### src/design/soc_pkg.sv
/*
 * Shared bus types and the address map of the peripheral system.
 * Every window is 4 KiB and is matched by base and mask only.
 */
package soc_pkg;

  // Widths that carry a meaning on the bus
  typedef logic [31:0] addr_t;
  typedef logic [31:0] data_t;
  typedef logic [3:0]  strb_t;

  // One request from the host, valid with its strobe
  typedef struct packed {
    logic  we;
    strb_t be;
    addr_t addr;
    data_t wdata;
  } bus_req_t;

  // One response, valid one cycle after the request
  typedef struct packed {
    data_t rdata;
    logic  err;
  } bus_rsp_t;

  // Device chosen by the address decoder
  typedef enum logic [1:0] {
    Ram,
    Gpio,
    Timer,
    None
  } dev_sel_e;

  // Address windows
  localparam addr_t RamBase   = 32'h0010_0000;
  localparam addr_t RamMask   = 32'hFFFF_F000;
  localparam addr_t GpioBase  = 32'h8000_0000;
  localparam addr_t GpioMask  = 32'hFFFF_F000;
  localparam addr_t TimerBase = 32'h8000_2000;
  localparam addr_t TimerMask = 32'hFFFF_F000;

  // Register offsets inside a window
  localparam logic [11:0] GpioOutOff    = 12'h000;
  localparam logic [11:0] GpioInOff     = 12'h004;
  localparam logic [11:0] TimerCountOff = 12'h000;
  localparam logic [11:0] TimerCmpOff   = 12'h004;
  localparam logic [11:0] TimerCtrlOff  = 12'h008;

  // Timer settings passed from the register block to the counter
  typedef struct packed {
    logic  en;
    data_t cmp;
  } timer_cfg_t;

endpackage

### src/design/bus_decode.sv
/*
 * Single host, no back-pressure: every strobe reaches one device or gets
 * an error response from the decoder one cycle later.
 */
`timescale 1ns/1ps

module bus_decode (
  input  logic              clk_sys_i,
  input  logic              rst_sys_ni,
  input  logic              req_i,
  input  soc_pkg::bus_req_t req_data_i,
  input  soc_pkg::bus_rsp_t ram_rsp_i,
  input  logic              ram_valid_i,
  input  soc_pkg::bus_rsp_t gpio_rsp_i,
  input  logic              gpio_valid_i,
  input  soc_pkg::bus_rsp_t timer_rsp_i,
  input  logic              timer_valid_i,
  output logic              ram_req_o,
  output logic              gpio_req_o,
  output logic              timer_req_o,
  output logic              rsp_valid_o,
  output soc_pkg::bus_rsp_t rsp_o
);
  import soc_pkg::*;

  dev_sel_e sel;
  dev_sel_e sel_q;
  logic     unmapped_q;

  always_comb begin
    sel = None;
    if ((req_data_i.addr & RamMask) == RamBase) begin
      sel = Ram;
    end else if ((req_data_i.addr & GpioMask) == GpioBase) begin
      sel = Gpio;
    end else if ((req_data_i.addr & TimerMask) == TimerBase) begin
      sel = Timer;
    end
  end

  assign ram_req_o   = req_i && (sel == Ram);
  assign gpio_req_o  = req_i && (sel == Gpio);
  assign timer_req_o = req_i && (sel == Timer);

  // Selector and unmapped flag line up with the device responses
  always_ff @(posedge clk_sys_i or negedge rst_sys_ni) begin
    if (!rst_sys_ni) begin
      sel_q      <= None;
      unmapped_q <= 1'b0;
    end else begin
      sel_q      <= sel;
      unmapped_q <= req_i && (sel == None);
    end
  end

  assign rsp_valid_o = ram_valid_i || gpio_valid_i || timer_valid_i || unmapped_q;

  always_comb begin
    case (sel_q)
      Ram:     rsp_o = ram_rsp_i;
      Gpio:    rsp_o = gpio_rsp_i;
      Timer:   rsp_o = timer_rsp_i;
      default: rsp_o = '{rdata: '0, err: 1'b1};
    endcase
  end

endmodule

### config.mk
export PLATFORM = sky130hd
export DESIGN_NAME = bus_decode
export DESIGN_NICKNAME = d
export VERILOG_FILES = /design/src/design/soc_pkg.sv /design/src/design/bus_decode.sv
export SDC_FILE = /design/constraint.sdc
export NUM_CORES = 1
export LEC_CHECK = 0
export BUFFER_PORTS_ARGS = -buffer_cell sky130_fd_sc_hd__clkbuf_2
export CORE_AREA = 5 5 78 80
export DETAILED_ROUTE_END_ITERATION = 6
export DIE_AREA = 0 0 83 85
export SETUP_SLACK_MARGIN = 0.15
export SLEW_MARGIN = 5
export SYNTH_ARGS = -nofsm -noshare
export SYNTH_HDL_FRONTEND = slang
export SYNTH_SLANG_ARGS = --single-unit
### constraint.sdc
create_clock -name clk_sys_i -period 2.4 [get_ports clk_sys_i]
set_input_delay 0.48 -clock clk_sys_i [delete_from_list [all_inputs] [get_ports clk_sys_i]]
set_output_delay 0.48 -clock clk_sys_i [all_outputs]
set_load 0.005 [all_outputs]
==> reports/results.ini <==
[layout]
seq_area_sq_um = 77.6
final_nets = 471
multi_input_area_sq_um = 776
fin_area_sq_um = 1840
areaGrowthSynthToFinish_pct = 103
final_common_cell = clkbuf_2
fillers = 618
n_antenna_cell = 0
drive_gt1_frac = 0.595
post-route-util = 0.344
final_cell_mix = clkbuf_2, nand2_1, mux2i_1, o21ai_0, buf_4

[floorplan]
rows = 27
core_area_sq_um = 5340
die_w_um = 83
die-area_sq_um = 7060
chipHeight_um = 85
ioPinCount = 211
start_util = 0.169

[worst_setup_path]
crit_path_start_kind = flip-flop
path_class = reg -> out
arrival_ps = 1530
critPathRequiredTime_ps = 1920
cp-end-kind = output pin
cp_max_fo = 17

[routing]
route.detailed.drc = 0
via_per_inst = 4.25
drtIter0Drc = 55
dr.pass1.iters = 4
wl_per_cell_um = 12.0
num_vias = 1565
antenna_left = 0
wirelength_mm = 4.42

[timing]
drv_slew = 0
setup-violations-final = 0
tns_ps = 0
hold_viol_final = 0
final.period_utilization = 0.838
setup_ws_ps = 388
period_minus_slack_ps = 2010
slew_headroom = 0.804
fmax_mhz = 497
worst-slew-pin-transition_ps = 294
holdWs_ps = 56.5
grt_setup_unrepaired = no

[clocking]
cts_tree = yes
post_cts_buffers = 0
ctsHoldBuffers = 0
numCtsBuffers = 3
cts_max_level = 1
clk_path_buf_depth = 2
clk_pin_slew_ps = 30
cts.sinks = 3
cts-root-buf = clkbuf_8
post_cts_resized = 0

[grt]
grt_use_total = 0.120
grt_pass1_vias = 1676
antenna_found_initial = 0
grt_max_degree = 34
grt_overflow_total = 0
grt_pass1_wl_mm = 7.36

[pwr]
p_sw_frac = 0.227
peakVddDrop_v = 0.000227
p_switching_uw = 74.4
power.leakage_uw = 0.00119
seqPwrFrac = 0.159
clockPowerShare = 0.448
p_int_uw = 253
p_per_area_nw_per_um2 = 179
p_comb_frac = 0.393

[place]
dpl-instance-area_sq_um = 1790
gp_congestion = 0.822
preCtsSetupSlack_ps = 416
io_buffers = 161
dp_hpwl_mm = 3.77

[synthesis]
ys_ff_latch = 3
ys_seq_area_frac = 0.0860
synth_area_sq_um = 902
synthCells = 137
synth_cell_types = 23
syn_area_per_cell_sq_um = 6.58
syn_nets = 311
yosys_warnings = 0

[hold_path]
holdCritPathClass = in -> async

[job]
maxCapViolations = 0

[status]
status = finished, final reports clean

power groups by stage:
stage	Combinational (uW)	Clock, uW	Sequential (uW)
2_1_floorplan	25.5	0	52.5
3_3_place_gp	126	0	52.7
3_5_place_dp	129	0	52.6
4_1_cts	130	152	52.1
5_1_grt	145	158	52.2
6_report	129	147	52.2
sequential cells by signal, summed over array words and instances (netlist names):
name	cells
sel_q	2
unmapped_q	1
routing by layer:
metal / vias to the layer above / GRT usage / wire length [um]
met2: 88 / 0.222 / 2280
li1: 811 / - / -
met5: - / 0 / 0
met1: 662 / 0.131 / 1660
met4: 0 / 0.0267 / 23
met3: 4 / 0.0427 / 458
logic make-up (layout without fill, tap and decap cells):
family,count (synthesis),count (layout),share of synthesized area
flops,3,3,0.0860
compound gates,36,36,0.208
buf+inv,12,171,0.0569
xor+xnor,1,1,0.00971
mux,32,32,0.355
simple gates,53,53,0.284
layout make-up:
class,instances,area share
Timing Repair Buffer,166,0.459
Inverter,1,0.00204
Tap cell,72,0.0491
Sequential cell,3,0.0423
Multi-Input combinational cell,122,0.423
Clock buffer,4,0.0245
per-stage QoR:
stage,total power (uW),instances
global route,355,368
floorplan,77.9,137
finish,328,368
CTS,334,368
detailed placement,182,364
global placement,178,364
cells in the mapped netlist:
master     count  area, sq um
o21ai_0       32          160
nor2b_1        3         18.8
mux2i_1       32          320
nand3_2        1         10.0
clkbuf_1       6         22.5
or3_2          1         7.51
nor4_1         3         18.8
dfstp_2        2         52.6
nor3_1         3         15.0
a211oi_1       1         7.51
buf_2          5         25.0
nand3_1        1         5.00
nor4_2         1         12.5
nand4bb_1      1         11.3
o31a_2         1         10.0
nand2_1       34          128
xnor2_1        1         8.76
inv_1          1         3.75
nor2_1         2         7.51
a21oi_1        2         10.0
or4_1          2         15.0
dfrtp_1        1         25.0
nor3b_1        1         7.51
worst max-delay path by stage:
| stage | to | startpoint | depth (start not counted) | slack (ps) |
|---|---|---|---|---|
| 2_1_floorplan | rsp_o[10] | sel_q[1] | 5 | 700 |
| 5_1_grt | rsp_o[2] | sel_q[1] | 5 | 260 |
| 6_report | rsp_o[18] | sel_q[0] | 4 | 390 |
| 3_3_place_gp | gpio_req_o | req_data_i[50] | 5 | 470 |
| 3_5_place_dp | gpio_req_o | req_data_i[50] | 5 | 420 |
| 4_1_cts | rsp_o[18] | sel_q[0] | 4 | 340 |
worst max-delay path, cell delays in order (launching register included):
cell,delay (ps)
dfstp_2,540
buf_4,280
mux2i_1,110
o21ai_0,220
clkbuf_2,160
(Power assumes the default switching activity.)
