===== src/design/soc_pkg.sv =====
/*
 * Shared bus types and the address map of the peripheral system.
 * Every window is 4 KiB and is matched by base and mask only.
 */
package soc_pkg;

  // Widths that carry a meaning on the bus
  typedef logic [31:0] addr_t;
  typedef logic [31:0] data_t;
  typedef logic [3:0]  strb_t;

  // One request from the host, valid with its strobe
  typedef struct packed {
    logic  we;
    strb_t be;
    addr_t addr;
    data_t wdata;
  } bus_req_t;

  // One response, valid one cycle after the request
  typedef struct packed {
    data_t rdata;
    logic  err;
  } bus_rsp_t;

  // Device chosen by the address decoder
  typedef enum logic [1:0] {
    Ram,
    Gpio,
    Timer,
    None
  } dev_sel_e;

  // Address windows
  localparam addr_t RamBase   = 32'h0010_0000;
  localparam addr_t RamMask   = 32'hFFFF_F000;
  localparam addr_t GpioBase  = 32'h8000_0000;
  localparam addr_t GpioMask  = 32'hFFFF_F000;
  localparam addr_t TimerBase = 32'h8000_2000;
  localparam addr_t TimerMask = 32'hFFFF_F000;

  // Register offsets inside a window
  localparam logic [11:0] GpioOutOff    = 12'h000;
  localparam logic [11:0] GpioInOff     = 12'h004;
  localparam logic [11:0] TimerCountOff = 12'h000;
  localparam logic [11:0] TimerCmpOff   = 12'h004;
  localparam logic [11:0] TimerCtrlOff  = 12'h008;

  // Timer settings passed from the register block to the counter
  typedef struct packed {
    logic  en;
    data_t cmp;
  } timer_cfg_t;

endpackage


===== src/design/timer_core.sv =====
/*
 * Free-running timer counter, a count write wins over the increment.
 * The interrupt is a level, held while enabled and count >= compare.
 */
`timescale 1ns/1ps

module timer_core (
  input  logic                clk_sys_i,
  input  logic                rst_sys_ni,
  input  soc_pkg::timer_cfg_t cfg_i,
  input  logic                count_wr_i,
  input  soc_pkg::data_t      count_wdata_i,
  output soc_pkg::data_t      count_o,
  output logic                irq_o
);
  import soc_pkg::*;

  data_t count_q;

  always_ff @(posedge clk_sys_i or negedge rst_sys_ni) begin
    if (!rst_sys_ni) begin
      count_q <= '0;
    end else if (count_wr_i) begin
      count_q <= count_wdata_i;
    end else if (cfg_i.en) begin
      count_q <= count_q + 32'd1;
    end
  end

  assign count_o = count_q;

  // Unsigned compare, wraps with the counter
  assign irq_o = cfg_i.en && (count_q >= cfg_i.cmp);

endmodule


===== config.mk =====
export PLATFORM = sky130hd
export DESIGN_NAME = timer_core
export DESIGN_NICKNAME = d
export VERILOG_FILES = /design/src/design/soc_pkg.sv /design/src/design/timer_core.sv
export SDC_FILE = /design/constraint.sdc
export NUM_CORES = 1
export LEC_CHECK = 0
export ABC_AREA = 1
export BUFFER_PORTS_ARGS = -buffer_cell sky130_fd_sc_hd__buf_2
export CAP_MARGIN = 40
export CORE_ASPECT_RATIO = 2
export CORE_MARGIN = 3
export CORE_UTILIZATION = 46
export DETAILED_ROUTE_END_ITERATION = 10
export PLACE_DENSITY = 0.83
export REMOVE_ABC_BUFFERS = 1
export SLEW_MARGIN = 0
export SYNTH_ARGS = -nofsm -noshare
export SYNTH_HDL_FRONTEND = slang
export SYNTH_SLANG_ARGS = --single-unit

===== constraint.sdc =====
create_clock -name clk_sys_i -period 1.55 [get_ports clk_sys_i]
set_input_delay 0.155 -clock clk_sys_i [delete_from_list [all_inputs] [get_ports clk_sys_i]]
set_output_delay 0.155 -clock clk_sys_i [all_outputs]
set_load 0.03 [all_outputs]

==> metrics.log <==
[metrics] share of the cycle needed by the critical path after routing: 136.3%
[metrics] run status: finished with violations
[metrics] Clk pwr share: 27.4%
[metrics] sequential group share of total power: 28.9%
[metrics] worst flop-to-flop path startpoint: count_o[1]
[metrics] number of enable flip-flop cells after synthesis: 0
[metrics] slowest cell on the critical path: sky130_fd_sc_hd__dfrtp_1
[metrics] first-iteration detailed-routing DRC count: 264
[metrics] most frequent cells in the layout: sky130_fd_sc_hd__nand2_1 (103), sky130_fd_sc_hd__buf_2 (99), sky130_fd_sc_hd__buf_4 (61), sky130_fd_sc_hd__inv_1 (58), sky130_fd_sc_hd__dfrtp_1 (31)
[metrics] average detailed-routed wire length per instance: 16.71 um
[metrics] area used by multi-input combinational logic: 2222 um2
[metrics] via count of the first global-routing pass: 3733
[metrics] number of inserted filler cells in the final layout: 441
[metrics] HPWL Detailed: 7687 um
[metrics] share of flip-flops with an asynchronous set or reset after synthesis: 100.0%
[metrics] H-tree levels: 2
[metrics] CP Max Fanout: 2
[metrics] Cells after Synth: 424
[metrics] Seq cells post-synth: 32
[metrics] overall track demand over capacity in global routing: 27.22%
[metrics] slew at the pin with the worst max-slew slack: 452.6 ps
[metrics] slowest stage delay, CP: 410 ps
[metrics] Critical Path RT: 1390 ps
[metrics] root buffer cell: sky130_fd_sc_hd__clkbuf_16
[metrics] max-slew violation count: 0
[metrics] overall overflow remaining after global route: 0
[metrics] met1 wire length: 3620 um
[metrics] Routed met3 length: 711 um
[metrics] fin nets: 695
[metrics] share of final-layout standard cells stronger than drive strength 1: 41.75%
[metrics] top-level port count: 101
[metrics] data arrival time of the critical path: 1960 ps
[metrics] Pwr per Cell Area: 747.7 nW/um2
[metrics] failing checks: negative setup slack
[metrics] Syn Std Cell Area: 2979 um2
[metrics] combinational fraction of design power: 43.7%
[metrics] Die Outline Area: 7537 um2
[metrics] clock slew at reported path FFs: 50 ps
[metrics] setup violators final: 12
[metrics] hold wc startpoint: count_wdata_i[30]
[metrics] average instance area after synthesis: 7.026 um2
[metrics] cell mode on critical path: sky130_fd_sc_hd__nand2_1
[metrics] worst slack, placed: -185.8 ps
[metrics] total of max-cap violations: 0
[metrics] dominant register cell in the synthesized netlist: sky130_fd_sc_hd__dfrtp_1
[metrics] gpl congestion: 0.8947
[metrics] internal power component: 2.120 mW
[metrics] synth unique cells: 33
[metrics] cell types occupying the most area after synthesis: sky130_fd_sc_hd__dfrtp_1 (27%), sky130_fd_sc_hd__nand2_1 (15%), sky130_fd_sc_hd__ha_1 (14%)
[metrics] kind of path behind the tightest hold check: primary input to flop
[metrics] final hold vios: 0
[metrics] leakage power total: 2.461 nW
[metrics] worst slew margin relative to its limit: 69.82%
[metrics] kind of start point of the critical path: flop
[metrics] placement row count: 40
[metrics] largest net degree at the start of global routing: 33
[metrics] largest vdd supply drop: 0.0007934 V
[metrics] dominant cell type by area after synthesis: sky130_fd_sc_hd__dfrtp_1
[metrics] worst-path cell chain: ha_4, nand2_2, nor2_2, nand2_1, nand3_2, nand2_1, nand2_1, nand2_1, nand2_1, nand2_1, a21oi_2, buf_6
[metrics] Highest Clock Rate: 473.3 MHz
[metrics] most frequent standard cell in the layout excluding fill and tap cells: sky130_fd_sc_hd__nand2_1
[metrics] die span in y: 119.8 um
[metrics] Max Clock Skew: 5.656 ps
[metrics] smallest setup slack after layout: -562.9 ps
[metrics] worst reg2reg setup slack: -80 ps
[metrics] Antenna Diode Count: 0
[metrics] CTS tree: done
[metrics] cts bufs inserted: 5
[metrics] post-detailed-route count of antenna-violating nets: 0
[metrics] number of antenna violations at the first check in global routing: 0
[metrics] Core ar.: 6156 um2
[metrics] Sw Ratio: 38.43%
[metrics] global-route wire length before repair: 16310 um
[metrics] DR vias: 3731
[metrics] end point of the worst hold path: count_o[30]
[metrics] uppermost routed layer: met4
[metrics] overall die width: 62.91 um
[metrics] maximum clock path buffer count: 2
[metrics] starting density of the core: 48.39%
[metrics] reported net switching power: 1.323 mW
[metrics] mean number of vias per cell: 5.503
[metrics] count of buffers from port buffering: 100
[metrics] CP Class: flop to output port
[metrics] fraction of the core area covered by cells at the end of the flow: 74.80%
[metrics] depth of the worst hold-timing path: 3
[metrics] fraction of synthesized cell area taken by the top area cell type: 26.88%
[metrics] flip-flop count of the largest register, all copies and words added: 32
[metrics] number of synthesis warnings: 0
[metrics] register cell area after layout: 802.0 um2
[metrics] sequential fraction of the synthesis area: 26.88%
[metrics] clock sink total: 32
[metrics] Worst Reg2Reg Path Length in Cells: 10
[metrics] met2 wirelength from detailed routing: 6247 um
[metrics] DRC viols: 0
[metrics] Skew-Pair Late Insertion Delay: 290 ps
[metrics] type of element capturing the critical path: output port
[metrics] area grow syn2layout: 54.56%
[metrics] terminus of the critical flop-to-flop path: count_o[12]
[metrics] final wirelength: 11330 um
[metrics] unrepaired setup endpoints after global routing: yes
[metrics] final worst path period need: 2113 ps
[metrics] first-pass detailed-route iteration total: 7
==> final cells by class <==
type	count	area share, %
Multi-Input combinational cell	319	48.26
Timing Repair Buffer	172	23.80
Sequential cell	32	17.42
Inverter	64	5.326
Clock buffer	6	2.799
Tap cell	84	2.283
Clock inverter	1	0.1087
==> critical path: cells and delay by family (launching register included) <==
kind                       cells  cell delay (ps)
DFF                            1              410
buffers and inverters          1              150
adders and majority gates      1              290
and+or+nand+nor                9              660
AOI/OAI and AO/OA              1              160
==> stage by stage <==
stage	instances	setup TNS (ps)	hold WS [ps]	power (mW)	instance area [um2]
global route	678	-2602	89.65	3.611	4604
CTS	666	-708.8	83.56	3.259	4242
floorplan	415	-1456	-140.6	1.695	2934
global placement	655	-454.7	207.3	2.218	3960
finish	678	-926.4	86.91	3.443	4604
detailed placement	655	-715.6	216.5	2.265	3960
==> power by group through the flow <==
stage                     registers (mW)  logic (mW)  clock network [mW]
after CTS                          0.987        1.32               0.952
after global placement             0.991        1.23                   0
after global routing                1.00        1.63               0.980
after detailed placement           0.999        1.27                   0
final                              0.996        1.50               0.943
after floorplan                     1.24       0.457                   0
==> worst max path at each step <==
stage | from | slack (ps) | end | depth (start not counted)
4_1_cts | count_o[2] | -410 | irq_o | 12
3_3_place_gp | count_o[15] | -190 | irq_o | 8
3_5_place_dp | count_o[1] | -190 | irq_o | 12
5_1_grt | count_o[3] | -640 | irq_o | 12
2_1_floorplan | count_o[3] | -420 | irq_o | 11
6_report | count_o[3] | -560 | irq_o | 12
==> metal layers <==
layer  up-vias  track usage, %
met4         0           16.87
met5         -               0
met2       190           53.61
li1       1732               -
met1      1736           24.79
met3        73           4.213
==> what timing repair did <==
| item | in CTS | in global routing |
|---|---|---|
| setup buffers | 3 | 16 |
| hold buffers | 1 | 0 |
| setup endpoints to repair | 18 | 26 |
| hold endpoints to repair | 32 | 0 |
| pin swaps | 7 | 33 |
| resized for setup | 23 | 72 |
==> cell usage after synthesis (2+ instances only) <==
library cell	instances
sky130_fd_sc_hd__a22oi_1	19
sky130_fd_sc_hd__nor3_2	2
sky130_fd_sc_hd__a21oi_1	17
sky130_fd_sc_hd__nor3_1	11
sky130_fd_sc_hd__xnor2_1	6
sky130_fd_sc_hd__nand3_1	17
sky130_fd_sc_hd__o211ai_1	6
sky130_fd_sc_hd__nand3b_1	3
sky130_fd_sc_hd__ha_1	33
sky130_fd_sc_hd__o21ai_1	7
sky130_fd_sc_hd__clkbuf_1	5
sky130_fd_sc_hd__inv_1	63
sky130_fd_sc_hd__nand2_2	4
sky130_fd_sc_hd__nor2_1	27
sky130_fd_sc_hd__o21bai_1	2
sky130_fd_sc_hd__xor2_1	13
sky130_fd_sc_hd__dfrtp_1	32
sky130_fd_sc_hd__buf_2	3
sky130_fd_sc_hd__nand2_1	118
sky130_fd_sc_hd__nor2_2	4
sky130_fd_sc_hd__o221ai_1	2
sky130_fd_sc_hd__nor2_4	3
sky130_fd_sc_hd__o21a_1	2
sky130_fd_sc_hd__o21ai_0	11
sky130_fd_sc_hd__nand4_1	6
==> kinds of logic (layout without fill, tap and decap cells) <==
group	Yosys count	after routing	synth area share, %
buf+inv	73	243	9.576
xor+xnor	19	19	5.586
flops	32	32	26.88
compound gates	67	67	14.03
fa+ha+maj	33	33	13.86
simple gates	200	200	30.07
Power figures use the tool's default switching activity.
