$ cat src/design/soc_pkg.sv
/*
 * Shared bus types and the address map of the peripheral system.
 * Every window is 4 KiB and is matched by base and mask only.
 */
package soc_pkg;

  // Widths that carry a meaning on the bus
  typedef logic [31:0] addr_t;
  typedef logic [31:0] data_t;
  typedef logic [3:0]  strb_t;

  // One request from the host, valid with its strobe
  typedef struct packed {
    logic  we;
    strb_t be;
    addr_t addr;
    data_t wdata;
  } bus_req_t;

  // One response, valid one cycle after the request
  typedef struct packed {
    data_t rdata;
    logic  err;
  } bus_rsp_t;

  // Device chosen by the address decoder
  typedef enum logic [1:0] {
    Ram,
    Gpio,
    Timer,
    None
  } dev_sel_e;

  // Address windows
  localparam addr_t RamBase   = 32'h0010_0000;
  localparam addr_t RamMask   = 32'hFFFF_F000;
  localparam addr_t GpioBase  = 32'h8000_0000;
  localparam addr_t GpioMask  = 32'hFFFF_F000;
  localparam addr_t TimerBase = 32'h8000_2000;
  localparam addr_t TimerMask = 32'hFFFF_F000;

  // Register offsets inside a window
  localparam logic [11:0] GpioOutOff    = 12'h000;
  localparam logic [11:0] GpioInOff     = 12'h004;
  localparam logic [11:0] TimerCountOff = 12'h000;
  localparam logic [11:0] TimerCmpOff   = 12'h004;
  localparam logic [11:0] TimerCtrlOff  = 12'h008;

  // Timer settings passed from the register block to the counter
  typedef struct packed {
    logic  en;
    data_t cmp;
  } timer_cfg_t;

endpackage

$ cat src/design/gpio.sv
/*
 * GPIO with a byte-writable output register and synchronized inputs.
 * Both widths must be 32 bits or less.
 */
`timescale 1ns/1ps

module gpio #(
  parameter int GpiWidth = 8,
  parameter int GpoWidth = 16
) (
  input  logic                clk_sys_i,
  input  logic                rst_sys_ni,
  input  logic                req_i,
  input  soc_pkg::bus_req_t   req_data_i,
  input  logic [GpiWidth-1:0] gp_i,
  output logic                rsp_valid_o,
  output soc_pkg::bus_rsp_t   rsp_o,
  output logic [GpoWidth-1:0] gp_o
);
  import soc_pkg::*;

  logic [GpiWidth-1:0] gpi_meta_q;
  logic [GpiWidth-1:0] gpi_sync_q;
  logic [11:0]         offset;
  data_t               rdata_q;
  logic                err_q;

  assign offset = req_data_i.addr[11:0];

  // Two-flop synchronizer and output register
  always_ff @(posedge clk_sys_i or negedge rst_sys_ni) begin
    if (!rst_sys_ni) begin
      gpi_meta_q  <= '0;
      gpi_sync_q  <= '0;
      gp_o        <= '0;
      rsp_valid_o <= 1'b0;
    end else begin
      gpi_meta_q  <= gp_i;
      gpi_sync_q  <= gpi_meta_q;
      rsp_valid_o <= req_i;
      if (req_i && req_data_i.we && (offset == GpioOutOff)) begin
        for (int i = 0; i < GpoWidth; i++) begin
          if (req_data_i.be[i/8]) begin
            gp_o[i] <= req_data_i.wdata[i];
          end
        end
      end
    end
  end

  always_ff @(posedge clk_sys_i) begin
    if (req_i) begin
      err_q   <= !((offset == GpioOutOff) || (offset == GpioInOff));
      rdata_q <= '0;
      if (offset == GpioOutOff) begin
        rdata_q <= data_t'(gp_o);
      end else if (offset == GpioInOff) begin
        rdata_q <= data_t'(gpi_sync_q);
      end
    end
  end

  assign rsp_o = '{rdata: rdata_q, err: err_q};

endmodule

$ cat config.mk
export PLATFORM = sky130hd
export DESIGN_NAME = gpio
export DESIGN_NICKNAME = d
export VERILOG_FILES = /design/src/design/soc_pkg.sv /design/src/design/gpio.sv
export SDC_FILE = /design/constraint.sdc
export NUM_CORES = 1
export LEC_CHECK = 0
export BUFFER_PORTS_ARGS = -buffer_cell sky130_fd_sc_hd__buf_4
export CORE_MARGIN = 1
export CORE_UTILIZATION = 37
export DETAILED_ROUTE_END_ITERATION = 12
export PLACE_DENSITY = 0.75
export SYNTH_ARGS = -nofsm -noshare
export SYNTH_HDL_FRONTEND = slang
export SYNTH_SLANG_ARGS = --single-unit
$ cat constraint.sdc
create_clock -name clk_sys_i -period 0.9 [get_ports clk_sys_i]
set_clock_uncertainty 0.15 [all_clocks]
set_input_delay 0.18 -clock clk_sys_i [delete_from_list [all_inputs] [get_ports clk_sys_i]]
set_output_delay 0.18 -clock clk_sys_i [all_outputs]
set_load 0.02 [all_outputs]
==> results.md, run 1 <==
* Switching pwr at 0.936 mW
* Synth Area per Inst at approximately 16 um^2
* Hold Crit Class: in2reg
* Max Root-Sink Buffers at 2
* CP bufs+invs at 2
* Critical Path Most Common Cell: buf_4
* Fillers at 419
* Register Area at 1340 um^2
* I/O pin cnt at 130
* Hold_buf cts at 9
* Critical path fanouts, max at 8
* WHS at -0.0332 ns
* Die area at between 5000 and 6000 um^2
* Core box area at 5110 um^2
* CP Launch Type: primary input
* Post-Synthesis Cell Area at 1950 um^2
* P_leak at roughly 1.5 nW
* Slowest stage delay, CP at 0.35 ns
* Synth warn at 0
* Non-filler instance count after layout at a little under 300
* FMAX at 814 MHz
* Sequential Power Share at 58.0%
* DRC viols at 0
* Clock network fraction of total power at 30.9%
* Sw frac at between 20% and 30%
* TritonCTS clock tree: yes
* Clock-pin slew on the worst setup and hold paths at around 0.090 ns
* Final Hold Vio Count at 16
* Total power at between 4 and 5 mW
* Root Driver: clkbuf_8
* DP Wirelength at 2.68 mm
* # setup viols final at 67
* GRT Overall Usage at 14.5%
* Unique masters post-synth at 14
* Arr. time, crit path at ~1.3 ns
* Vias at 1259
* Nets@finish at 304
* Min cycle time layout at 1.23 ns
* Critical path required time at 0.93 ns
* Die height at approximately 75 um
* Clock Latency Late Sink at a little under 0.3 ns
* H-tree depth at 2
* Final Routed Wirelength at between 3 and 4 mm
* Initial drt markers at 24
* Post-synthesis sequential area ratio at slightly below 70%
* Gate count of the mapped netlist at 119
* 1st-pass router iterations at 4
* PD cells at 1400 nW/um^2
* Area of the multi-input gates at around 540 um^2
* Comb pwr share at approximately 11%
* Final core occ at 58.9%
* Setup ws final at -0.328 ns
* Fin. max-slew vios at 0
* Final TNS setup at -16.67 ns
* Placed Cells at 267
* Cell Rows at 26
* Post-route ant nets at 0
* Peak VDD IR at 922 uV
* Max-cap viol count at 0
* Clock sinks at 50
* RSZ-0062 raised after global routing: yes
* Delay-heaviest family, CP: simple AND/OR/NAND/NOR gates
* Crit path max-delay cell type: mux2_4
* Fin crit share at 136%
* DR vias/cell at 4.27
* Flop-to-flop setup slack at -0.21 ns
* CP Class: in2reg
* Synthesized flop and latch total at 50
* Global route total overflow at 0
* Largest net degree at the start of global routing at 34
* Initial antenna violation count at 0
* Port Buffers at 75
* TritonCTS buffer count at 5
* CP cell instances: buf_4 > nor4_4 > buf_4 > nand4_4 > mux2_4
* Int Pwr at 3.27 mW
* Share of cells above drive strength 1 at 54.2%
* Die width at between 70 and 80 um
* Final RePlAce weighted congestion at 0.774
* Layout area overhead at 54.0%
* Failing checks: hold timing, setup timing
* Initial Util at a little under two fifths
* Number of global-route vias before repair at 1269
* Diode count at 0
* First-pass GRT wire length at between 5 and 6 mm
* Status: finished with violations
* Worst setup EP type: flop
* DR WL/cell at about 13 um
-- through the flow --
stage	setup WS, ns	area, um^2
after CTS	-0.327	3000
after global routing	-0.343	3010
after floorplan	-0.472	2010
final	-0.328	3010
after detailed placement	-0.647	2570
after global placement	-0.631	2570
-- layer usage --
metal,vias to the layer above,GRT usage (%),share of wire [%]
met3,4,4.02,5.0
met5,-,0,0
met4,0,5.45,1.1
met1,617,15.4,36
li1,592,-,-
met2,46,27.1,58
-- power groups by stage --
stage	registers [mW]	logic, mW	clock network (mW)
after CTS	2.44	0.467	1.36
after floorplan	2.52	0.168	0
after global routing	2.45	0.502	1.44
final	2.44	0.467	1.30
after detailed placement	2.48	0.412	0
after global placement	2.48	0.406	0
-- flip-flops by register name, summed over array words and instances (netlist names) --
signal       flops
err_q            1
gp_o            16
gpi_meta_q       8
gpi_sync_q       8
rdata_q         16
rsp_valid_o      1
-- cells by family after synthesis --
logic type             Yosys count  share of synthesized area (%)
other                            1                          0.192
multiplexers                    24                           13.3
flip-flops                      50                           68.4
AND/OR/NAND/NOR                 26                           11.0
buffers and inverters           18                           7.11
-- worst reg2reg max path: stages, from the launching register on --
cell and delay [ns]:
dfrtp_1 0.42, buf_6 0.13, mux2i_1 0.13, nor2_1 0.05
-- layout by cell type, fill, tap and decap left out --
cell type / netlist / layout
buf_6: 1 / 45
edfxtp_1: 17 / 17
dlygate4sd3_1: 0 / 9
nor4_4: 3 / 3
and2_1: 8 / 8
nand4_4: 2 / 2
and3_1: 3 / 2
clkinvlp_4: 0 / 1
nor2_1: 8 / 8
and3_2: 0 / 1
dfrtp_1: 33 / 33
mux2_4: 0 / 1
mux2_2: 16 / 15
nand3_1: 1 / 1
clkbuf_8: 0 / 6
buf_4: 17 / 47
mux2i_1: 8 / 8
nor3_1: 1 / 1
clkinv_2: 0 / 1
conb_1: 1 / 16
-- final cells by class --
cell class / count / share of cell area [%]
multi-input cells: 66 / 18.0
well taps: 70 / 2.91
clock inverters: 2 / 0.416
repair buffers: 101 / 31.6
flip-flops and latches: 50 / 44.4
clock buffers: 6 / 2.74
-- synthesized netlist by cell type --
cell	count	area share, %
nand3_1	1	0.26
conb_1	1	0.19
and2_1	8	2.6
and3_1	3	0.96
nand4_4	2	2.2
nor4_4	3	3.3
mux2_2	16	9.2
nor2_1	8	1.5
buf_6	1	0.58
nor3_1	1	0.26
buf_4	17	6.5
edfxtp_1	17	26
dfrtp_1	33	42
mux2i_1	8	4.1
-- what timing repair did --
action	4_1_cts	5_1_grt
setup endpoints to repair	67	67
setup buffers	11	0
hold endpoints to repair	57	16
gates cloned	0	0
gates resized for setup	44	3
pin swaps	2	1
-- worst paths after layout --
| check | end | start | cells after the start |
|---|---|---|---|
| setup / recovery | gp_o[1] | req_data_i[40] | 5 |
| min in group asynchronous | gpi_sync_q[1] | rst_sys_ni | 2 |
| hold reg to reg | gpi_sync_q[0] | gpi_meta_q[0] | 0 |
| hold / removal | gp_o[2] | req_data_i[2] | 2 |
| setup reg to reg | rdata_q[0] | gp_o[0] | 3 |
| max in group asynchronous | gpi_sync_q[2] | rst_sys_ni | 2 |
Note: power is estimated with default switching activity, not from simulation.
==> inputs of run 2 (changes only) <==
- ABC_AREA: unset -> 1
- CORE_UTILIZATION: 37 -> 38
- PLACE_DENSITY: 0.75 -> 0.76
==> results.md, run 2 <==
* Status: finished with violations
* Failing checks: hold timing, setup timing
* Die width at 75.0 um
* Post-route ant nets at 0
* Adder-Cell Fraction of Synth Area at 0%
* Final core occ at a little over two thirds
* Root Driver: clkbuf_8
* PD cells at 1210 nW/um^2
* Clock sinks at 50
* Vias at 1706
* Fin. max-slew vios at 0
* Critical path fanouts, max at 2
* CP bufs+invs at 1
* Post-synthesis mux area share at 0%
* Post-Synthesis Cell Area at 2020 um^2
* Placed Cells at ~330
* Commonest non-fill, non-tap cell in the layout: buf_6
* Largest cells by area after synthesis: dfrtp_1 41%, edfxtp_1 25%, nand2_1 9.5%, buf_4 7.0%, inv_1 3.5%
* Largest family of logic cells by synthesized area: simple AND/OR/NAND/NOR gates
* Sequential Power Share at 56.8%
* Core box area at 5110 um^2
* Cell Rows at 26
* Max-cap viol count at 0
* Layout area overhead at 76.1%
* DP Wirelength at slightly below 3 mm
* Switching pwr at ~1.1 mW
* Min cycle time layout at 1.21 ns
* 1st-pass router iterations at 4
* Slowest stage delay, CP at approximately 0.43 ns
* Nets@finish at 388
* Global route total overflow at 0
* Share of cells above drive strength 1 at 57.6%
* Hold_buf cts at 20
* Int Pwr at about 3.2 mW
* DRC viols at 0
* Peak VDD IR at between 800 and 900 uV
* Register Area at 1340 um^2
* Fin crit share at 135%
* Gate count of the mapped netlist at approximately 180
* Non-filler instance count after layout at between 300 and 400
* Area leader, netlist: dfrtp_1
* TritonCTS buffer count at 5
* EDFF count, synth at 17
* CP Launch Type: flop
* Critical path required time at 0.57 ns
* Initial Util at just under 40%
* Setup ws final at -0.312 ns
* H-tree depth at 2
* Delay-heaviest family, CP: flip-flops
* Number of global-route vias before repair at between 1500 and 2000
* CP Class: reg2out
* Initial antenna violation count at 0
* DR WL/cell at 15.7 um
* Crit path max-delay cell type: dfrtp_1
* Most frequent cells in the layout: 63 x buf_6, 40 x buf_4, 33 x dfrtp_1
* Asr flop ratio synth at between 60% and 70%
* Clock network fraction of total power at between 30% and 40%
* Final RePlAce weighted congestion at 0.734
* Worst setup EP type: output pin
* Crit path from: gp_o[1]
* Synth Area per Inst at 11.2 um^2
* Worst flop-to-flop path startpoint: gp_o[3]
* Post-synthesis compound-gate area fraction at 1.98%
* Max Root-Sink Buffers at 2
* Port Buffers at 75
* Hold Crit Class: in2reg
* WHS at -0.0605 ns
* Area of the multi-input gates at between 700 and 800 um^2
* Largest net degree at the start of global routing at 34
* I/O pin cnt at 130
* Fillers at 345
* Dominant synthesized flop cell: dfrtp_1
* Diode count at 0
* Die height at 75.0 um
* RSZ-0062 raised after global routing: yes
* Sw frac at between 20 and 25%
* Hold path startpoint: req_data_i[13]
* Final Hold Vio Count at 5
* Post-Synth Simple-Gate Area at 21.3%
* Synth top cells by count: 51 x nand2_1, 33 x dfrtp_1, 19 x buf_4, 19 x inv_1, 17 x edfxtp_1
* TritonCTS clock tree: yes
* # setup viols final at 66
* Synth Area in XOR/XNOR at 0%
* Top-count cell post-synth: nand2_1
* Clock Latency Late Sink at ~0.3 ns
* P_leak at around 1.7 nW
* Initial drt markers at between 100 and 150
* Unique masters post-synth at 17
* Regs by FF count: gp_o (16), rdata_q (16)
* Final TNS setup at -14.61 ns
* FMAX at 825 MHz
* Comb pwr share at 12.6%
* Synthesized flop and latch total at 50
* Synth warn at 0
* Post-synthesis sequential area ratio at between 60% and 70%
* Arr. time, crit path at 0.88 ns
* Die area at roughly 5600 um^2
* Final Routed Wirelength at 5.93 mm
* First-pass GRT wire length at 7.89 mm
* GRT Overall Usage at 19.6%
* CP cell instances: buf_6
* Clock-pin slew on the worst setup and hold paths at 0.10 ns
* Proportion of netlist area held by the largest area contributor at 40.8%
* DR vias/cell at 4.50
-- run 2: cell count changes after synthesis, moves of 6 or more --
cell,before,now
and2_1,8,0
inv_1,0,19
mux2_2,16,0
mux2i_1,8,0
nand2_1,0,51
nand3_1,1,8
nor2_1,8,14
o21ai_0,0,8
-- run 2: metal layers --
| layer | global-route usage, % | wire length [um] |
|---|---|---|
| met1 | 24.8 | 2340 |
| met2 | 31.7 | 3080 |
| met3 | 4.55 | 320 |
| met4 | 10.3 | 188 |
| met5 | 0 | 0 |
-- run 2: cell families (layout without fill, tap and decap cells) --
family,after synthesis,count (layout)
AND/OR/NAND/NOR,84,84
flip-flops,50,50
buffers and inverters,38,151
AO/OA/AOI/OAI,8,8
other,1,16
-- run 2: area by class of cell --
cell class | instances | share of cell area (%)
clock buffer | 6 | 2.04
clock inverter | 2 | 0.386
inverter | 19 | 2.14
multi-input combinational | 108 | 21.0
sequential | 50 | 37.5
tap | 70 | 2.46
timing repair buffer | 124 | 34.5
-- run 2: final timing paths --
path                            endpoint  slack (ns)  cells after the start
setup / recovery                 gp_o[1]       -0.31                      1
hold / removal                  gp_o[13]       -0.06                      3
setup reg to reg              rdata_q[3]       -0.19                      3
hold reg to reg            gpi_sync_q[2]        0.21                      0
max in group asynchronous        gp_o[8]        0.06                      2
min in group asynchronous        gp_o[1]        0.22                      2
-- run 2: power groups by stage --
stage | clock [mW] | sequential (mW) | combinational [mW]
after global routing | 1.41 | 2.45 | 0.578
after floorplan | 0 | 2.52 | 0.165
after global placement | 0 | 2.48 | 0.399
after detailed placement | 0 | 2.48 | 0.403
after CTS | 1.30 | 2.44 | 0.514
final | 1.31 | 2.44 | 0.541
-- run 2: metrics by stage --
stage | power [mW] | area, um^2 | setup WS (ns)
4_1_cts | 4.25 | 3370 | -0.293
3_5_place_dp | 2.89 | 2660 | -0.589
2_1_floorplan | 2.69 | 2120 | -0.223
5_1_grt | 4.44 | 3560 | -0.334
6_report | 4.30 | 3560 | -0.312
3_3_place_gp | 2.88 | 2660 | -0.586
-- run 2: repair_timing --
| item | in CTS | in global routing |
|---|---|---|
| pin swaps | 13 | 17 |
| setup endpoints to repair | 60 | 67 |
| setup buffers | 23 | 9 |
| resized for setup | 67 | 68 |
| hold endpoints to repair | 57 | 5 |
