===== config.mk =====
export PLATFORM = sky130hd
export DESIGN_NAME = timer_regs
export DESIGN_NICKNAME = d
export VERILOG_FILES = /design/src/design/soc_pkg.sv /design/src/design/timer_regs.sv
export SDC_FILE = /design/constraint.sdc
export NUM_CORES = 1
export LEC_CHECK = 0
export BUFFER_PORTS_ARGS = -buffer_cell sky130_fd_sc_hd__buf_2
export CAP_MARGIN = 20
export CORE_MARGIN = 3
export CORE_UTILIZATION = 43
export DETAILED_ROUTE_END_ITERATION = 16
export PLACE_DENSITY = 0.83
export SKIP_LAST_GASP = 1
export SYNTH_ARGS = -nofsm -noshare
export SYNTH_HDL_FRONTEND = slang
export SYNTH_SLANG_ARGS = --single-unit

===== constraint.sdc =====
create_clock -name clk_sys_i -period 1.6 [get_ports clk_sys_i]
set_input_delay 0.16 -clock clk_sys_i [delete_from_list [all_inputs] [get_ports clk_sys_i]]
set_output_delay 0.16 -clock clk_sys_i [all_outputs]
set_load 0.02 [all_outputs]

===== src/design/soc_pkg.sv =====
/*
 * Shared bus types and the address map of the peripheral system.
 * Every window is 4 KiB and is matched by base and mask only.
 */
package soc_pkg;

  // Widths that carry a meaning on the bus
  typedef logic [31:0] addr_t;
  typedef logic [31:0] data_t;
  typedef logic [3:0]  strb_t;

  // One request from the host, valid with its strobe
  typedef struct packed {
    logic  we;
    strb_t be;
    addr_t addr;
    data_t wdata;
  } bus_req_t;

  // One response, valid one cycle after the request
  typedef struct packed {
    data_t rdata;
    logic  err;
  } bus_rsp_t;

  // Device chosen by the address decoder
  typedef enum logic [1:0] {
    Ram,
    Gpio,
    Timer,
    None
  } dev_sel_e;

  // Address windows
  localparam addr_t RamBase   = 32'h0010_0000;
  localparam addr_t RamMask   = 32'hFFFF_F000;
  localparam addr_t GpioBase  = 32'h8000_0000;
  localparam addr_t GpioMask  = 32'hFFFF_F000;
  localparam addr_t TimerBase = 32'h8000_2000;
  localparam addr_t TimerMask = 32'hFFFF_F000;

  // Register offsets inside a window
  localparam logic [11:0] GpioOutOff    = 12'h000;
  localparam logic [11:0] GpioInOff     = 12'h004;
  localparam logic [11:0] TimerCountOff = 12'h000;
  localparam logic [11:0] TimerCmpOff   = 12'h004;
  localparam logic [11:0] TimerCtrlOff  = 12'h008;

  // Timer settings passed from the register block to the counter
  typedef struct packed {
    logic  en;
    data_t cmp;
  } timer_cfg_t;

endpackage


===== src/design/timer_regs.sv =====
/*
 * Timer register block: count, compare and control (enable in bit 0).
 * Count and compare writes honour the byte enables.
 */
`timescale 1ns/1ps

module timer_regs (
  input  logic                clk_sys_i,
  input  logic                rst_sys_ni,
  input  logic                req_i,
  input  soc_pkg::bus_req_t   req_data_i,
  input  soc_pkg::data_t      count_i,
  output logic                rsp_valid_o,
  output soc_pkg::bus_rsp_t   rsp_o,
  output soc_pkg::timer_cfg_t cfg_o,
  output logic                count_wr_o,
  output soc_pkg::data_t      count_wdata_o
);
  import soc_pkg::*;

  timer_cfg_t  cfg_q;
  logic [11:0] offset;
  logic        wr;
  data_t       rdata_q;
  logic        err_q;

  assign offset = req_data_i.addr[11:0];
  assign wr     = req_i && req_data_i.we;

  // Merge the written bytes into the live count
  always_comb begin
    count_wdata_o = count_i;
    for (int b = 0; b < 4; b++) begin
      if (req_data_i.be[b]) begin
        count_wdata_o[8*b +: 8] = req_data_i.wdata[8*b +: 8];
      end
    end
  end

  assign count_wr_o = wr && (offset == TimerCountOff);

  always_ff @(posedge clk_sys_i or negedge rst_sys_ni) begin
    if (!rst_sys_ni) begin
      cfg_q       <= '0;
      rsp_valid_o <= 1'b0;
    end else begin
      rsp_valid_o <= req_i;
      if (wr && (offset == TimerCmpOff)) begin
        for (int b = 0; b < 4; b++) begin
          if (req_data_i.be[b]) begin
            cfg_q.cmp[8*b +: 8] <= req_data_i.wdata[8*b +: 8];
          end
        end
      end
      if (wr && (offset == TimerCtrlOff) && req_data_i.be[0]) begin
        cfg_q.en <= req_data_i.wdata[0];
      end
    end
  end

  always_ff @(posedge clk_sys_i) begin
    if (req_i) begin
      err_q <= 1'b0;
      case (offset)
        TimerCountOff: rdata_q <= count_i;
        TimerCmpOff:   rdata_q <= cfg_q.cmp;
        TimerCtrlOff:  rdata_q <= data_t'(cfg_q.en);
        default: begin
          rdata_q <= '0;
          err_q   <= 1'b1;
        end
      endcase
    end
  end

  assign rsp_o = '{rdata: rdata_q, err: err_q};
  assign cfg_o = cfg_q;

endmodule


==> results of run 1 <==
==> layout make-up <==
type,count,area [um2],area share (%)
Sequential cell,67,1840,39.7
Timing Repair Buffer,201,1080,23.2
Multi-Input combinational cell,150,1410,30.4
Tap cell,99,124,2.67
Clock inverter,5,55.1,1.19
Clock buffer,11,131,2.83
==> synthesized netlist by cell type, drive strengths merged, types with 2 or more instances <==
cell type,n
mux2,65
dfrtp,34
edfxtp,33
mux2i,32
nor2,32
buf,8
nand4,6
clkbuf,5
nor3b,4
nor4,2
==> worst min-delay path by stage <==
| stage | slack (ns) | end | startpoint | cells past startpoint |
|---|---|---|---|---|
| 2_1_floorplan | -0.14 | cfg_o[0] | rst_sys_ni | 0 |
| 3_3_place_gp | 0.12 | cfg_o[3] | rst_sys_ni | 1 |
| 3_5_place_dp | 0.12 | cfg_o[3] | rst_sys_ni | 1 |
| 4_1_cts | 0.05 | cfg_o[19] | req_data_i[19] | 2 |
| 5_1_grt | 0.05 | cfg_o[19] | req_data_i[19] | 2 |
| 6_report | 0.07 | cfg_o[19] | req_data_i[19] | 2 |
==> kinds of logic after synthesis <==
logic type,count (synthesis),synth area share [%]
multiplexers,97,31.8
buffers and inverters,13,1.74
AND/OR/NAND/NOR,52,10.7
flip-flops,67,55.6
AO/OA/AOI/OAI,1,0.151
==> metrics by stage <==
| step | instances | TNS, ns | total power [uW] | hold WS (ns) |
|---|---|---|---|---|
| floorplan | 230 | 0 | 2220 | -0.136 |
| global placement | 514 | 0 | 2520 | 0.116 |
| detailed placement | 514 | -0.0752 | 2530 | 0.119 |
| CTS | 531 | 0 | 3870 | 0.0529 |
| global route | 533 | 0 | 4000 | 0.0527 |
| finish | 533 | 0 | 3830 | 0.0704 |
==> worst max-delay path, stage by stage <==
cell      delay [ns]
buf_2           0.12
nor4_4          0.35
buf_12          0.18
nand4b_1        0.15
nor2b_1         0.13
buf_2           0.18
==> power by group <==
| part | leakage, uW | switching (uW) | internal, uW | total [uW] |
|---|---|---|---|---|
| Sequential | 0.000787 | 11.5 | 1850 | 1860 |
| Combinational | 0.00150 | 361 | 265 | 626 |
| Clock | 0.0000893 | 622 | 716 | 1340 |
==> what timing repair did <==
action                                 CTS  global route
hold buffers                             1             0
setup endpoints to repair                0             1
buffers inserted                         0             2
endpoints found under the hold margin   17             0
==> metal layers <==
layer	routed length [um]	GRT usage (%)	vias up	part of all wire [%]
met4	88	6.26	0	0.99
met5	0	0	-	0
met3	702	4.33	10	7.9
met2	4680	37.3	124	52
li1	-	-	1254	-
met1	3460	23.3	1260	39
==> cells in the final DEF (no fill, tap or decap), types with 2 or more instances in the layout <==
cell type,count
buf_2,183
mux2_2,65
dfrtp_1,34
edfxtp_1,33
nor2_1,32
mux2i_1,32
buf_4,15
clkbuf_8,9
nor3b_1,4
nand4_4,4
nor4_4,2
nand4_1,2
clkinv_2,2
clkinvlp_4,2
clkbuf_1,2
buf_12,2
==> sequential cells by signal (all words and copies together), names as in the netlist <==
signal	flops
cfg_o	33
rsp_valid_o	1
err_q	1
rdata_q	32
==> flow_metrics.env, run 1 <==
export IMPL_status="finished, final reports clean"
export IMPL_grt_max_degree=19
export IMPL_power_density_nw_per_um2=824
export IMPL_gp_congestion=0.744
export IMPL_maxSlewHeadroom_pct=71.2
export IMPL_critPathKind="input port to output port"
export IMPL_timing_critical_path_to="count_wr_o"
export IMPL_reg2reg_to="rdata_q[0]"
export IMPL_cts_sinks=67
export IMPL_vias=2648
export IMPL_synth_seq_cells=67
export IMPL_start_util_pct=44.9
export IMPL_syn_to_final_growth_pct=40.2
export IMPL_maxCapViolCount=0
export IMPL_syn_area_um2=3310
export IMPL_rsz0062_at_grt="false"
export IMPL_reg2regPathDepth=3
export IMPL_arrival_ns=1.27
export IMPL_die_y_um=93.7
export IMPL_drt_iter0_markers=79
export IMPL_grt_pass1_vias=2714
export IMPL_yosysSeqAreaShare_pct=55.6
export IMPL_fillers=613
export IMPL_post_route_util_pct=63.0
export IMPL_tightest_slew_ns=0.431
export IMPL_cts_buffer_depth=2
export IMPL_fin_nets=533
export IMPL_cts_max_level=3
export IMPL_end_kind="output port"
export IMPL_grt_pass1_wl_um=13600
export IMPL_period_needed_ns=1.43
export IMPL_fin_skew_ns=0.00822
export IMPL_setup_ws_ns=0.167
export IMPL_drc=0
export IMPL_setup_viol=0
export IMPL_antenna_found_initial=0
export IMPL_drt_pass1_iterations=4
export IMPL_syn_avg_cell_area_um2=14.4
export IMPL_synth_warnings=0
export IMPL_yosysUniqueCellTypes=22
export IMPL_clock_fmax_ghz=0.698
export IMPL_numCtsBuffers=9
export IMPL_timing_rr_start="cfg_o[0]"
export IMPL_ys_flop_type="dfrtp_1"
export IMPL_root_buffer="clkbuf_8"
export IMPL_synth_fp_nets=334
export IMPL_core_um2=7370
export IMPL_drv_slew=0
export IMPL_peakVddDrop_v=0.000611
export IMPL_track_usage_pct=20.2
export IMPL_grt_ovfl_total=0
export IMPL_clk_latency_ns=0.33
export IMPL_synth_edff_count=33
export IMPL_fin_area_um2=4640
export IMPL_pre_cts_slack_ns=-0.0405
export IMPL_worstHoldPathType="input port to flip-flop"
export IMPL_ctsResizeCount=0
export IMPL_io_buffers=183
export IMPL_cts_tree="yes"
export IMPL_finalCritPeriodShare_pct=89.6
export IMPL_synthCells=230
export IMPL_dp_hpwl_um=6960
export IMPL_postRouteAntennaNets=0
export IMPL_fp_dieArea_um2=8790
export IMPL_synth_area_leaders="edfxtp_1 (30%), dfrtp_1 (26%), mux2_2 (22%)"
export IMPL_postPlaceCellArea_um2=4430
export IMPL_cp_required_ns=1.44
export IMPL_crit_start="req_data_i[41]"
export IMPL_async_flop_share_pct=50.7
export IMPL_routed_wl_um=8930
export IMPL_cp_max_fo=8
export IMPL_vias_per_cell=4.97
export IMPL_synth_top_area_cell="edfxtp_1"
export IMPL_leakagePower_uw=0.00237
export IMPL_synth_top_area_share_pct=29.9
export IMPL_wl_per_cell_um=16.8
export IMPL_io_pins=204
export IMPL_reg2reg_slack_ns=0.54
export IMPL_start_kind="input port"
export IMPL_die_w_um=93.7
export IMPL_hold_viol=0
export IMPL_insertedDiodeCount=0
export IMPL_rows=31
export IMPL_clkTransAtPathRegs_ns=0.08
export IMPL_drive_gt1_share_pct=65.7
No activity file was read; power rests on OpenSTA's default activity.
==> run 2: changes to the inputs <==
- ABC_AREA: default -> 1
- CAP_MARGIN: 20 -> default
- CORE_UTILIZATION: 43 -> 44
- PLACE_DENSITY: 0.83 -> 0.84
==> run 2 against run 1 <==
  * Total power increased by 7.9%
  * Routed wire length increased by 13%
  * Die area increased by 1.2%
  * Global-route usage increased by 2.4 points
  * Synthesized area increased by 3.6%
  * Worst hold slack improved by 0.011 ns
  * Final cell count increased by 32%
  * Critical path type unchanged
  * Critical endpoint unchanged
  * Highest routed layer unchanged
==> flow_metrics.env, run 2 <==
export IMPL_drt_iter0_markers=158
export IMPL_final_cell_mix="buf_2 (183), nand2_1 (107), inv_1 (66)"
export IMPL_power_share_sequential_pct=45.1
export IMPL_final_common_cell="buf_2"
export IMPL_cts_buffer_depth=2
export IMPL_syn_area_um2=3430
export IMPL_syn_to_final_growth_pct=38.5
export IMPL_grt_ovfl_total=0
export IMPL_synthCells=409
export IMPL_setup_tns_final_ns=0
export IMPL_period_needed_ns=1.32
export IMPL_pre_cts_slack_ns=0.104
export IMPL_synth_top_family_by_area="simple AND/OR/NAND/NOR gates"
export IMPL_cts_max_level=3
export IMPL_tightest_slew_ns=0.857
export IMPL_yosysUniqueCellTypes=22
export IMPL_switchingPower_uw=1060
export IMPL_intPower_uw=3080
export IMPL_async_flop_share_pct=50.7
export IMPL_cts_tree="yes"
export IMPL_setup_viol=0
export IMPL_yosysSeqAreaShare_pct=53.7
export IMPL_finalCritPeriodShare_pct=82.3
export IMPL_start_kind="input port"
export IMPL_drv_slew=0
export IMPL_core_um2=7410
export IMPL_io_pins=204
export IMPL_peakVddDrop_v=0.000468
export IMPL_dp_hpwl_um=7650
export IMPL_grt_max_degree=35
export IMPL_synth_warnings=0
export IMPL_grt_pass1_wl_um=15800
export IMPL_cp_required_ns=1.44
export IMPL_switching_share_pct=25.5
export IMPL_worstHoldPathType="input port to flip-flop"
export IMPL_cp_max_fo=9
export IMPL_fillers=645
export IMPL_hold_viol=0
export IMPL_insertedDiodeCount=0
export IMPL_drc=0
export IMPL_synth_top_area_cell="edfxtp_1"
export IMPL_drive_gt1_share_pct=37.0
export IMPL_maxCapViolCount=0
export IMPL_fp_dieArea_um2=8890
export IMPL_maxSlewHeadroom_pct=42.8
export IMPL_clk_latency_ns=0.33
export IMPL_cts_sinks=67
export IMPL_track_usage_pct=22.7
export IMPL_fin_nets=701
export IMPL_synth_mux_area_fraction_pct=0
export IMPL_ys_flop_type="dfrtp_1"
export IMPL_wl_per_cell_um=14.4
export IMPL_io_buffers=183
export IMPL_synth_compound_area_share_pct=9.66
export IMPL_gp_congestion=0.804
export IMPL_power_density_nw_per_um2=869
export IMPL_fin_skew_ns=0.00907
export IMPL_clock_fmax_ghz=0.760
export IMPL_syn_avg_cell_area_um2=8.39
export IMPL_synth_edff_count=33
export IMPL_rows=31
export IMPL_setup_ws_ns=0.283
export IMPL_antenna_found_initial=0
export IMPL_leakagePower_uw=0.00261
export IMPL_synth_adder_area_share_pct=0
export IMPL_yosys_area_share_simple_pct=25.7
export IMPL_numCtsBuffers=9
export IMPL_synth_top_cells_by_count="nand2_1 (107), inv_1 (66), dfrtp_1 (34), o21ai_0 (34)"
export IMPL_clkTransAtPathRegs_ns=0.08
export IMPL_synth_top_area_share_pct=28.9
export IMPL_synth_fp_nets=513
export IMPL_synth_seq_cells=67
export IMPL_largest_reg_flops=33
export IMPL_vias_per_cell=5.13
export IMPL_critPathKind="input port to output port"
export IMPL_grt_pass1_vias=3389
export IMPL_clkPwrFrac_pct=41.2
export IMPL_status="finished, final reports clean"
export IMPL_pwr_share_comb_pct=13.7
export IMPL_synth_area_leaders="edfxtp_1 (29%), dfrtp_1 (25%), nand2_1 (12%)"
export IMPL_vias=3593
export IMPL_cts_setup_buffers=0
export IMPL_die_y_um=94.3
export IMPL_routed_wl_um=10100
export IMPL_drt_pass1_iterations=4
export IMPL_arrival_ns=1.16
export IMPL_end_kind="output port"
export IMPL_root_buffer="clkbuf_8"
export IMPL_synth_xor_area_share_pct=0
export IMPL_synth_most_common_cell="nand2_1"
export IMPL_rsz0062_at_grt="false"
export IMPL_die_w_um=94.3
export IMPL_postRouteAntennaNets=0
export IMPL_start_util_pct=46.3
[run 2: power groups by stage]
stage	Clock (uW)	Sequential, uW	Combinational (uW)
2_1_floorplan	0	1960	211
3_3_place_gp	0	1900	557
3_5_place_dp	0	1900	569
4_1_cts	1710	1860	573
5_1_grt	1810	1860	621
6_report	1700	1860	568
[run 2: metrics by stage]
step | hold slack [ns] | power, uW | instances | cell area (um2) | util (%)
detailed placement | 0.315 | 2470 | 684 | 4500 | 60.8
CTS | 0.0704 | 4150 | 701 | 4750 | 64.2
global route | 0.0778 | 4290 | 701 | 4750 | 64.2
global placement | 0.290 | 2450 | 684 | 4500 | 60.8
finish | 0.0814 | 4130 | 701 | 4750 | 64.2
floorplan | -0.136 | 2170 | 409 | 3430 | -
[run 2: layout make-up]
class                           instances  area [um2]  share of cell area (%)
Timing Repair Buffer                  201        1080                    22.7
Inverter                               67         251                    5.29
Tap cell                               99         124                    2.61
Clock buffer                            9         124                    2.61
Multi-Input combinational cell        251        1220                    25.6
Clock inverter                          7         116                    2.45
Sequential cell                        67        1840                    38.7
[run 2: worst paths after layout]
kind | startpoint | to | slack (ns) | cells after the start
min in group asynchronous | rst_sys_ni | cfg_o[5] | 0.48 | 2
max reg2reg | cfg_o[3] | rdata_q[3] | 0.77 | 2
max | req_data_i[43] | count_wr_o | 0.28 | 7
max in group asynchronous | rst_sys_ni | cfg_o[32] | 0.58 | 2
min | req_data_i[14] | cfg_o[14] | 0.08 | 3
min reg2reg | cfg_o[27] | cfg_o[27] | 0.51 | 2
[run 2: what timing repair did]
| item | 4_1_cts | 5_1_grt |
|---|---|---|
| hold buffers | 1 | 0 |
| hold endpoints to repair | 34 | 0 |
| endpoints found under the setup margin | 0 | 0 |
| gates resized for setup | 0 | 0 |
[run 2: kinds of logic (layout without fill, tap and decap cells)]
| group | Yosys count | in the layout |
|---|---|---|
| compound gates | 64 | 64 |
| simple gates | 187 | 187 |
| flops | 67 | 67 |
| buf+inv | 91 | 284 |
[run 2: layer usage]
metal / vias up / track usage (%) / wire length (um)
li1: 1734 / - / -
met1: 1652 / 25.5 / 3710
met2: 191 / 41.5 / 5190
met3: 16 / 5.29 / 1050
met4: 0 / 8.42 / 174
met5: - / 0 / 0
[run 2: worst max-delay path, cell delays in order]
cell	delay [ns]
buf_2	0.09
nor2_1	0.13
nand2_2	0.13
nor2_8	0.22
nand2_1	0.12
nor2_1	0.12
buf_2	0.17
